===== config.mk =====
export PLATFORM = sky130hd
export DESIGN_NAME = routerAlloc
export DESIGN_NICKNAME = d
export VERILOG_FILES = /design/src/hdl/routerPkg.sv /design/src/hdl/timerIf.sv /design/src/hdl/headerDecode.sv /design/src/hdl/portTimer.sv /design/src/hdl/routerAlloc.sv /design/src/hdl/switchArbiter.sv
export SDC_FILE = /design/constraint.sdc
export NUM_CORES = 1
export LEC_CHECK = 0
export ABC_AREA = 0
export BUFFER_PORTS_ARGS = -buffer_cell sky130_fd_sc_hd__buf_2
export CAP_MARGIN = 10
export CORE_AREA = 2 2 137 139
export CTS_CLUSTER_DIAMETER = 200
export DETAILED_ROUTE_END_ITERATION = 7
export DIE_AREA = 0 0 139 141
export PLACE_DENSITY = 0.73
export RECOVER_POWER = 50
export SLEW_MARGIN = 20
export SYNTH_ARGS = -nofsm -noshare
export SYNTH_HDL_FRONTEND = slang
export SYNTH_SLANG_ARGS = --single-unit
export TNS_END_PERCENT = 30

===== constraint.sdc =====
create_clock -name clk -period 11.5 [get_ports clk]
set_input_delay 1.15 -clock clk [delete_from_list [all_inputs] [get_ports clk]]
set_output_delay 1.15 -clock clk [all_outputs]
set_load 0.05 [all_outputs]

===== src/hdl/routerPkg.sv =====
`default_nettype none

package routerPkg;

  localparam int numPorts = 5;

  // Port order, also the fixed priority from idle and the rotation order
  typedef enum logic [2:0] {
    portL = 3'd0,
    portN = 3'd1,
    portE = 3'd2,
    portW = 3'd3,
    portS = 3'd4
  } portIdx;

  // Flit id carried with every flit on a port
  typedef enum logic [2:0] {
    flitNone   = 3'd0,
    flitHeader = 3'd1,
    flitBody   = 3'd2,
    flitTail   = 3'd3
  } flitKind;

  // One-hot allocator states, bit 0 is idle, bits 1 to 5 follow port order
  typedef enum logic [numPorts:0] {
    stIdle = 6'b000001,
    stL    = 6'b000010,
    stN    = 6'b000100,
    stE    = 6'b001000,
    stW    = 6'b010000,
    stS    = 6'b100000
  } arbState;

endpackage

`default_nettype wire


===== src/hdl/timerIf.sv =====
`timescale 1ns/1ps
`default_nettype none

interface timerIf #(
  parameter int lengthW = 12
) ();

  logic               loadLength;   // Header strobe
  logic [lengthW-1:0] length;
  logic               runTimer;     // Port holds the switch
  logic               timesUp;

  modport decoder (
    output loadLength,
    output length
  );

  modport timer (
    input  loadLength,
    input  length,
    input  runTimer,
    output timesUp
  );

  modport arbiter (
    output runTimer,
    input  timesUp
  );

endinterface

`default_nettype wire


===== src/hdl/headerDecode.sv =====
`timescale 1ns/1ps
`default_nettype none

module headerDecode #(
  parameter int lengthW = 12
) (
  input  logic                                                            clk,
  input  logic                                                            rst,
  input  logic [routerPkg::numPorts-1:0][$bits(routerPkg::flitKind)-1:0] flitId,
  input  logic [routerPkg::numPorts-1:0][lengthW-1:0]                    length,
  timerIf.decoder                                                         tmr [routerPkg::numPorts],
  output logic [routerPkg::numPorts-1:0]                                 protocolErr
);

  import routerPkg::*;

  logic [numPorts-1:0] openPkt;      // Header seen, tail not yet
  logic [numPorts-1:0] headerSeen;
  logic [numPorts-1:0] tailSeen;
  logic [numPorts-1:0] errNext;

  for (genvar i = 0; i < numPorts; i++)
  begin : gPort
    flitKind kind;
    logic    badFlit;

    assign kind = flitKind'(flitId[i]);

    // Limit is captured by the timer on the header cycle
    assign tmr[i].loadLength = (kind == flitHeader);
    assign tmr[i].length     = length[i];

    always_comb
    begin
      case (kind)
        flitNone, flitHeader:
          badFlit = 1'b0;
        flitBody, flitTail:
          badFlit = !openPkt[i];    // No packet open on this port
        default:
          badFlit = 1'b1;           // Id outside the enum
      endcase
    end

    assign headerSeen[i] = (kind == flitHeader);
    assign tailSeen[i]   = (kind == flitTail);
    assign errNext[i]    = badFlit;
  end

  always_ff @(posedge clk)
  begin
    if (rst)
    begin
      openPkt     <= '0;
      protocolErr <= '0;
    end
    else
    begin
      protocolErr <= errNext;                             // One-cycle pulse
      openPkt     <= (openPkt | headerSeen) & ~tailSeen;
    end
  end

endmodule

`default_nettype wire


===== src/hdl/portTimer.sv =====
`timescale 1ns/1ps
`default_nettype none

module portTimer #(
  parameter int lengthW = 12
) (
  input  logic   clk,
  input  logic   rst,
  timerIf.timer  tmr
);

  logic [lengthW-1:0] limit;   // Packet length from the last header
  logic [lengthW-1:0] count;   // Granted cycles so far

  always_ff @(posedge clk)
  begin
    if (rst)
    begin
      limit <= '0;
      count <= '0;
    end
    else
    begin
      if (tmr.loadLength)
      begin
        limit <= tmr.length;
      end

      if (tmr.runTimer)
      begin
        count <= count + 1'b1;
      end
      else
      begin
        count <= '0;       // Restart for the next grant
      end
    end
  end

  // A zero limit expires in the first granted cycle
  assign tmr.timesUp = (count == limit);

endmodule

`default_nettype wire


===== src/hdl/routerAlloc.sv =====
`timescale 1ns/1ps
`default_nettype none

module routerAlloc #(
  parameter int lengthW = 12
) (
  input  logic                                         clk,
  input  logic                                         rst,
  input  logic [routerPkg::numPorts-1:0][2:0]          flitId,
  input  logic [routerPkg::numPorts-1:0][lengthW-1:0]  length,
  input  logic [routerPkg::numPorts-1:0]               req,
  output logic [routerPkg::numPorts-1:0]               grant,
  output logic [routerPkg::numPorts-1:0]               protocolErr
);

  import routerPkg::*;

  // One decoder-timer-arbiter link per port
  timerIf #(
    .lengthW (lengthW)
  ) tmrBus [numPorts] ();

  headerDecode #(
    .lengthW (lengthW)
  ) u_decode (
    .clk         (clk),
    .rst         (rst),
    .flitId      (flitId),
    .length      (length),
    .tmr         (tmrBus),
    .protocolErr (protocolErr)
  );

  for (genvar i = 0; i < numPorts; i++)
  begin : gTimer
    portTimer #(
      .lengthW (lengthW)
    ) u_timer (
      .clk (clk),
      .rst (rst),
      .tmr (tmrBus[i])
    );
  end

  switchArbiter u_arbiter (
    .clk   (clk),
    .rst   (rst),
    .req   (req),
    .tmr   (tmrBus),
    .grant (grant)
  );

endmodule

`default_nettype wire


===== src/hdl/switchArbiter.sv =====
`timescale 1ns/1ps
`default_nettype none

module switchArbiter (
  input  logic                           clk,
  input  logic                           rst,
  input  logic [routerPkg::numPorts-1:0] req,
  timerIf.arbiter                        tmr [routerPkg::numPorts],
  output logic [routerPkg::numPorts-1:0] grant
);

  import routerPkg::*;

  arbState             state;
  arbState             nextState;
  portIdx              curPort;
  logic [numPorts-1:0] runTimer;
  logic [numPorts-1:0] timesUp;

  function automatic arbState portState(int unsigned p);
    case (p)
      portL:   return stL;
      portN:   return stN;
      portE:   return stE;
      portW:   return stW;
      portS:   return stS;
      default: return stIdle;
    endcase
  endfunction

  function automatic portIdx statePort(arbState s);
    case (s)
      stN:     return portN;
      stE:     return portE;
      stW:     return portW;
      stS:     return portS;
      default: return portL;
    endcase
  endfunction

  // First requester among span ports, starting at first and wrapping
  function automatic arbState searchFrom(
    logic [numPorts-1:0] r,
    int unsigned         first,
    int unsigned         span
  );
    arbState     pick;
    int unsigned idx;
    logic        found;

    pick  = stIdle;
    found = 1'b0;
    for (int unsigned k = 0; k < numPorts; k++)
    begin
      idx = (first + k) % numPorts;
      if (!found && (k < span) && r[idx])
      begin
        pick  = portState(idx);
        found = 1'b1;
      end
    end
    return pick;
  endfunction

  for (genvar i = 0; i < numPorts; i++)
  begin : gPort
    assign timesUp[i]      = tmr[i].timesUp;
    assign tmr[i].runTimer = runTimer[i];
  end

  assign curPort = statePort(state);

  always_comb
  begin
    nextState = stIdle;
    runTimer  = '0;
    case (state)
      stIdle:
      begin
        nextState = searchFrom(req, portL, numPorts);   // Fixed priority L first
      end
      stL, stN, stE, stW, stS:
      begin
        if (req[curPort] && !timesUp[curPort])
        begin
          runTimer[curPort] = 1'b1;
          nextState         = state;
        end
        else
        begin
          // Rotate past the current port, idle if nobody else asks
          nextState = searchFrom(req, curPort + 1, numPorts - 1);
        end
      end
      default:
      begin
        nextState = stIdle;
      end
    endcase
  end

  always_ff @(posedge clk)
  begin
    if (rst)
    begin
      state <= stIdle;
    end
    else
    begin
      state <= nextState;
    end
  end

  assign grant = state[numPorts:1];   // Port bits of the one-hot state

endmodule

`default_nettype wire


; After elaboration in Yosys (flattened, before gate mapping)
; Cells that the tools add are included.
[totals]
output_inout_bits = 10
ff_bits = 136
[classes]
addsub = 9
magnitude_cmp = 6
eq_ne = 43
n_bitwise = 8
n_div = 4
reduce_logical = 47
mux = 54
[ops]
columns = op, n
row1 = "equality test 32 x 2 -> 1 bit, second input constant", 8
row2 = "equality test 32 x 1 -> 1 bit, second input constant", 4
row3 = "equality test 32 x 3 -> 1 bit, second input constant", 4
row4 = logical NOT 32 bit, 4
row5 = "less-than comparator 32 x 4 -> 1 bit, second input constant", 4
row6 = "remainder unit 32 x 3 -> 32 bit, second input constant", 4
row7 = one-hot mux 6 bit (5 select lines), 4
row8 = "adder 32 x 2 -> 32 bit, second input constant", 2
row9 = "adder 12 x 1 -> 12 bit, second input constant", 5
row10 = equality test 12 bit, 5
row11 = two-way mux 6 bit, 6
row12 = "adder 32 x 1 -> 32 bit, second input constant", 1
row13 = "equality test 3 x 2 -> 1 bit, second input constant", 10
row14 = OR reduction 2 bit, 15
row15 = two-way mux 1 bit, 24
row16 = binary-select mux 1 bit (select 3 bit), 6
row17 = "equality test 3 x 1 -> 1 bit, second input constant", 5
row18 = logical NOT 3 bit, 5
row19 = two-way mux 5 bit, 3
row20 = logical NOT 1 bit, 13
row21 = one-hot mux 3 bit (4 select lines), 1
row22 = one-hot mux 6 bit (2 select lines), 1
row23 = one-hot mux 1 bit (2 select lines), 5
row24 = logical AND 1 bit, 9
row25 = other kinds (19), 23

; Logic depth before layout (Yosys ltp)
[logic_depth]
depth_word = 24
depth_mapped = 23
depth_no_buf = 19

; Modules after synthesis
; From an unflattened synthesis, not the netlist that was laid out.
[unflattened]
hier_cells = 982
area_unflattened_um2 = 8315.5
[modules_own_cells]
columns = mod, seq_area_each_um2, cells_each, area_per_inst_um2, instances
row1 = portTimer, 480.5, 112, 1061.0, 5
row2 = switchArbiter, 120.1, 311, 2113.3, 1
row3 = headerDecode, 200.2, 111, 897.1, 1

; Worst setup path before layout
; OpenSTA, ideal clock, no wires.
[synth_timing]
path_kind = flip-flop to flip-flop
start = register u_arbiter.state[5]
end = register u_arbiter.state[2]
setup_time_ns = 0.088
period_less_slack_ns = 5.418
stages_incl_launch_ff = 22
t_arrival_ns = 5.330
path_buffers = 3
setup_slack_ns = 6.082
path_cell_list = dfxtp_1 > nor4_2 > nand2_2 > inv_1 > buf_2 > buf_2 > ha_1 > clkbuf_1 > xnor2_1 > ha_1 > o31ai_1 > xnor2_1 > inv_1 > ha_1 > a2111oi_1 > a2111oi_0 > a221o_1 > o22ai_1 > nand2_1 > nor4bb_1 > o31ai_2 > a311oi_2
[synth_between]
elab_chain_len = 24
[synth_lines]
columns = item, line
row1 = from (decl), switchArbiter.sv:14  ; arbState state;
row2 = from (signal assigned), switchArbiter.sv:106  ; state <= stIdle;
row3 = from (signal assigned), switchArbiter.sv:110  ; state <= nextState;
row4 = "parallel branches: the longest is 24 deep, another holds adder 32 x 1 -> 32 bit", -
; Parallel ways; which one is timed is not known. The select of a mux whose other input is x is not followed.
; A chain may end at the register's enable or synchronous reset.

; Worst setup path in the final report
[layout_timing]
start = register u_arbiter.state[2]
end = register u_arbiter.state[2]
; The elaborated chain is that of the path after synthesis.

==> run metrics <==
Pins Over Slew Limit 80; Worst Path Required 11630 ps; total die area 0.01960 mm^2; Routed Antenna Nets 0; achievable clock frequency 0.1397 GHz; Post-CTS Resized 0; CTS max path bufs 2; pin count of the biggest net entering global routing 80; actual slew at the worst max-slew pin 3698 ps; Hold Path Class register to register; number of CTS-inserted buffers 17; dpl cell area 0.008163 mm^2; Gate Count Post-Synth 966; Clock transition at path regs 60 ps; register area share after synthesis 35.69%; Final min period 7160 ps; Post-Route Setup TNS 0 ps; die width 139 um; crit path DAT 7290 ps; hold slack final 466.7 ps; CTS tree built; flops & latches, synth 136; DRT Pass-1 Iters 5; Net Sw Power 357.0 uW; cell area after layout 0.008818 mm^2; Max Cap Viol 1; port bufs 91; met2 Usage GRT 30.72%; Post-Syn Nets 1066; initial antenna violation count 0; nets@finish 1129; DR iter-0 viols 409; diode count 0; worst skew pair latency 420 ps; startpoint types register; failing checks max-capacitance violations, max-slew violations; number of global-route vias before repair 6335; met1 Use GR 24.82%; Post-synth EDFFs 0; drt via density 5.368; clock power share 44.9%; CTS Sinks 136; Initial Utilization 41.76%; Max Clock Skew 6.161 ps; drt drc 0; syn avg cell area 7.897 um^2; Seq pwr share 37.4%; status finished with violations; Int Pwr 968.9 uW; H-tree lvl count 4; Most used DFF post-synth dfxtp_1; Synth async-reset ratio 0%; Area Growth Syn to Fin 15.60%; Final HPWL DP 13730 um; Netlist Area Pre-Place 0.007629 mm^2; Cell variety after synth 82; clock root buffer clkbuf_16; DR WL/cell 14.65 um; postcts setup bufs 0; CORE AREA 0.01827 mm^2; final hold viol count 0; Slew HR -146.5%; via count 6850; VDD IR max 0.0001464 V; met3 Resource Use GR 3.736%; CP endpoint kind register; final wirelength 18690 um; combinational power share 17.7%; layout cells sized above 1 14.30%; # setup viols final 0; crit-path max FO 30; hold buffers post-CTS 0; Total GRT Usage 19.10%; Sw Ratio 26.92%; GR Overflow Total 0; DIE HEIGHT 141 um; global-route wire length before repair 30700 um; I/O pins 92; Power Total 1.326 mW; GRT busiest layer met2; Pleak 3.428 nW; Ys Warns 0; RSZ-0062 raised after global routing no; standard-cell rows 50; Final period util 62.26%; PD cells 150.4 mW/mm^2; Crit Path Class register to register; Placer Congestion 0.9365
sequential cells by signal, indices dropped and copies added (netlist names):
signal	flops
gTimer.u_timer.count	60
gTimer.u_timer.limit	60
u_arbiter.state	6
u_decode.openPkt	5
u_decode.protocolErr	5
synth_stat cells, types with 18 or more instances:
library cell	n	area share, %
ha_1	18	3.0
xnor2_1	59	6.8
xor2_1	59	6.8
nor2_1	88	4.3
nand3_1	35	2.3
nand2_1	165	8.1
o21ai_0	28	1.8
clkbuf_1	26	1.3
dfxtp_1	136	36
inv_1	39	1.9
and3_1	18	1.5
a21oi_1	87	5.7
nor3_1	19	1.2
worst paths after layout:
kind / from / endpoint / slack, ps / cells after the start
hold / removal: gTimer[1].u_timer.limit[1] / gTimer[1].u_timer.limit[1] / 470 / 2
setup reg to reg: u_arbiter.state[2] / u_arbiter.state[2] / 4340 / 17
hold reg to reg: gTimer[1].u_timer.limit[1] / gTimer[1].u_timer.limit[1] / 470 / 2
setup / recovery: u_arbiter.state[2] / u_arbiter.state[2] / 4340 / 17
placed cells by master, fill, tap and decap left out, types with 4 or more instances in the layout:
cell       Yosys  final
or4_1          4      4
xor2_1        59     59
inv_1         39     39
nor2_1        88     88
bufinv_16      0      5
nand2_1      165    165
or2_2          5      5
o21ai_0       28     28
a21o_1         4      4
nand3_1       35     35
nand4_1       17     17
nor4_1        11     11
a21oi_1       87     87
clkbuf_1      26      8
clkbuf_16      0     17
a22oi_1        4      4
ha_1          18     18
mux2i_1        6      6
o31ai_1        6      6
a31oi_1        8      8
a211oi_1       7      7
buf_2         15     86
nor3_1        19     17
or3_1         13     13
and3_1        18     18
dfxtp_1      136    136
xnor2_1       59     59
per-layer routing:
metal / wire [um] / part of all wire (%) / up-vias
met5: 0 / 0 / -
met4: 534 / 2.9 / 0
met3: 990 / 5.3 / 45
met2: 8571 / 46 / 215
met1: 8598 / 46 / 3123
li1: - / - / 3467
per-stage QoR:
stage / utilization (%) / worst slack, ps / cells
3_3_place_gp: 44.68 / 4623 / 1244
2_1_floorplan: - / 6082 / 966
3_5_place_dp: 44.68 / 4577 / 1244
6_report: 48.27 / 4340 / 1276
5_1_grt: 48.27 / 3723 / 1276
4_1_cts: 48.27 / 4540 / 1276
worst max-delay path, cell delays in order, from the launching register on:
cell and delay, ps:
dfxtp_1 600, xor2_1 400, nand2_2 430, inv_1 720, ha_1 450, xnor2_1 220, ha_1 500, o31ai_1 160
xnor2_1 620, inv_1 140, ha_1 300, a2111oi_1 810, a2111oi_0 160, a221o_1 320, o22ai_1 260, and4b_1 350
o31ai_2 300, a311oi_2 120
power by group through the flow:
stage / Sequential, mW / Combinational [mW] / Clock, mW
after floorplan: 0.505 / 0.172 / 0
after global routing: 0.497 / 0.255 / 0.624
after detailed placement: 0.506 / 0.229 / 0
final: 0.496 / 0.234 / 0.596
after global placement: 0.505 / 0.228 / 0
after CTS: 0.496 / 0.230 / 0.603
layout make-up:
type / count / area [um^2]
clock buffers: 21 / 460.4
repair buffers: 94 / 467.9
flip-flops and latches: 136 / 2723
inverters: 39 / 146.4
clock inverters: 11 / 195.2
well taps: 234 / 292.8
fillers: 1778 / 9449
multi-input cells: 741 / 4533
logic make-up (layout without fill, tap and decap cells):
logic type	count (synthesis)	after routing	synth area share [%]
compound gates	197	197	16.81
xor+xnor	119	119	13.76
fa+ha+maj	18	18	2.952
buf+inv	89	165	5.019
flops	136	136	35.69
mux	8	8	1.181
simple gates	399	399	24.59
No activity file was read; power rests on OpenSTA's default activity.
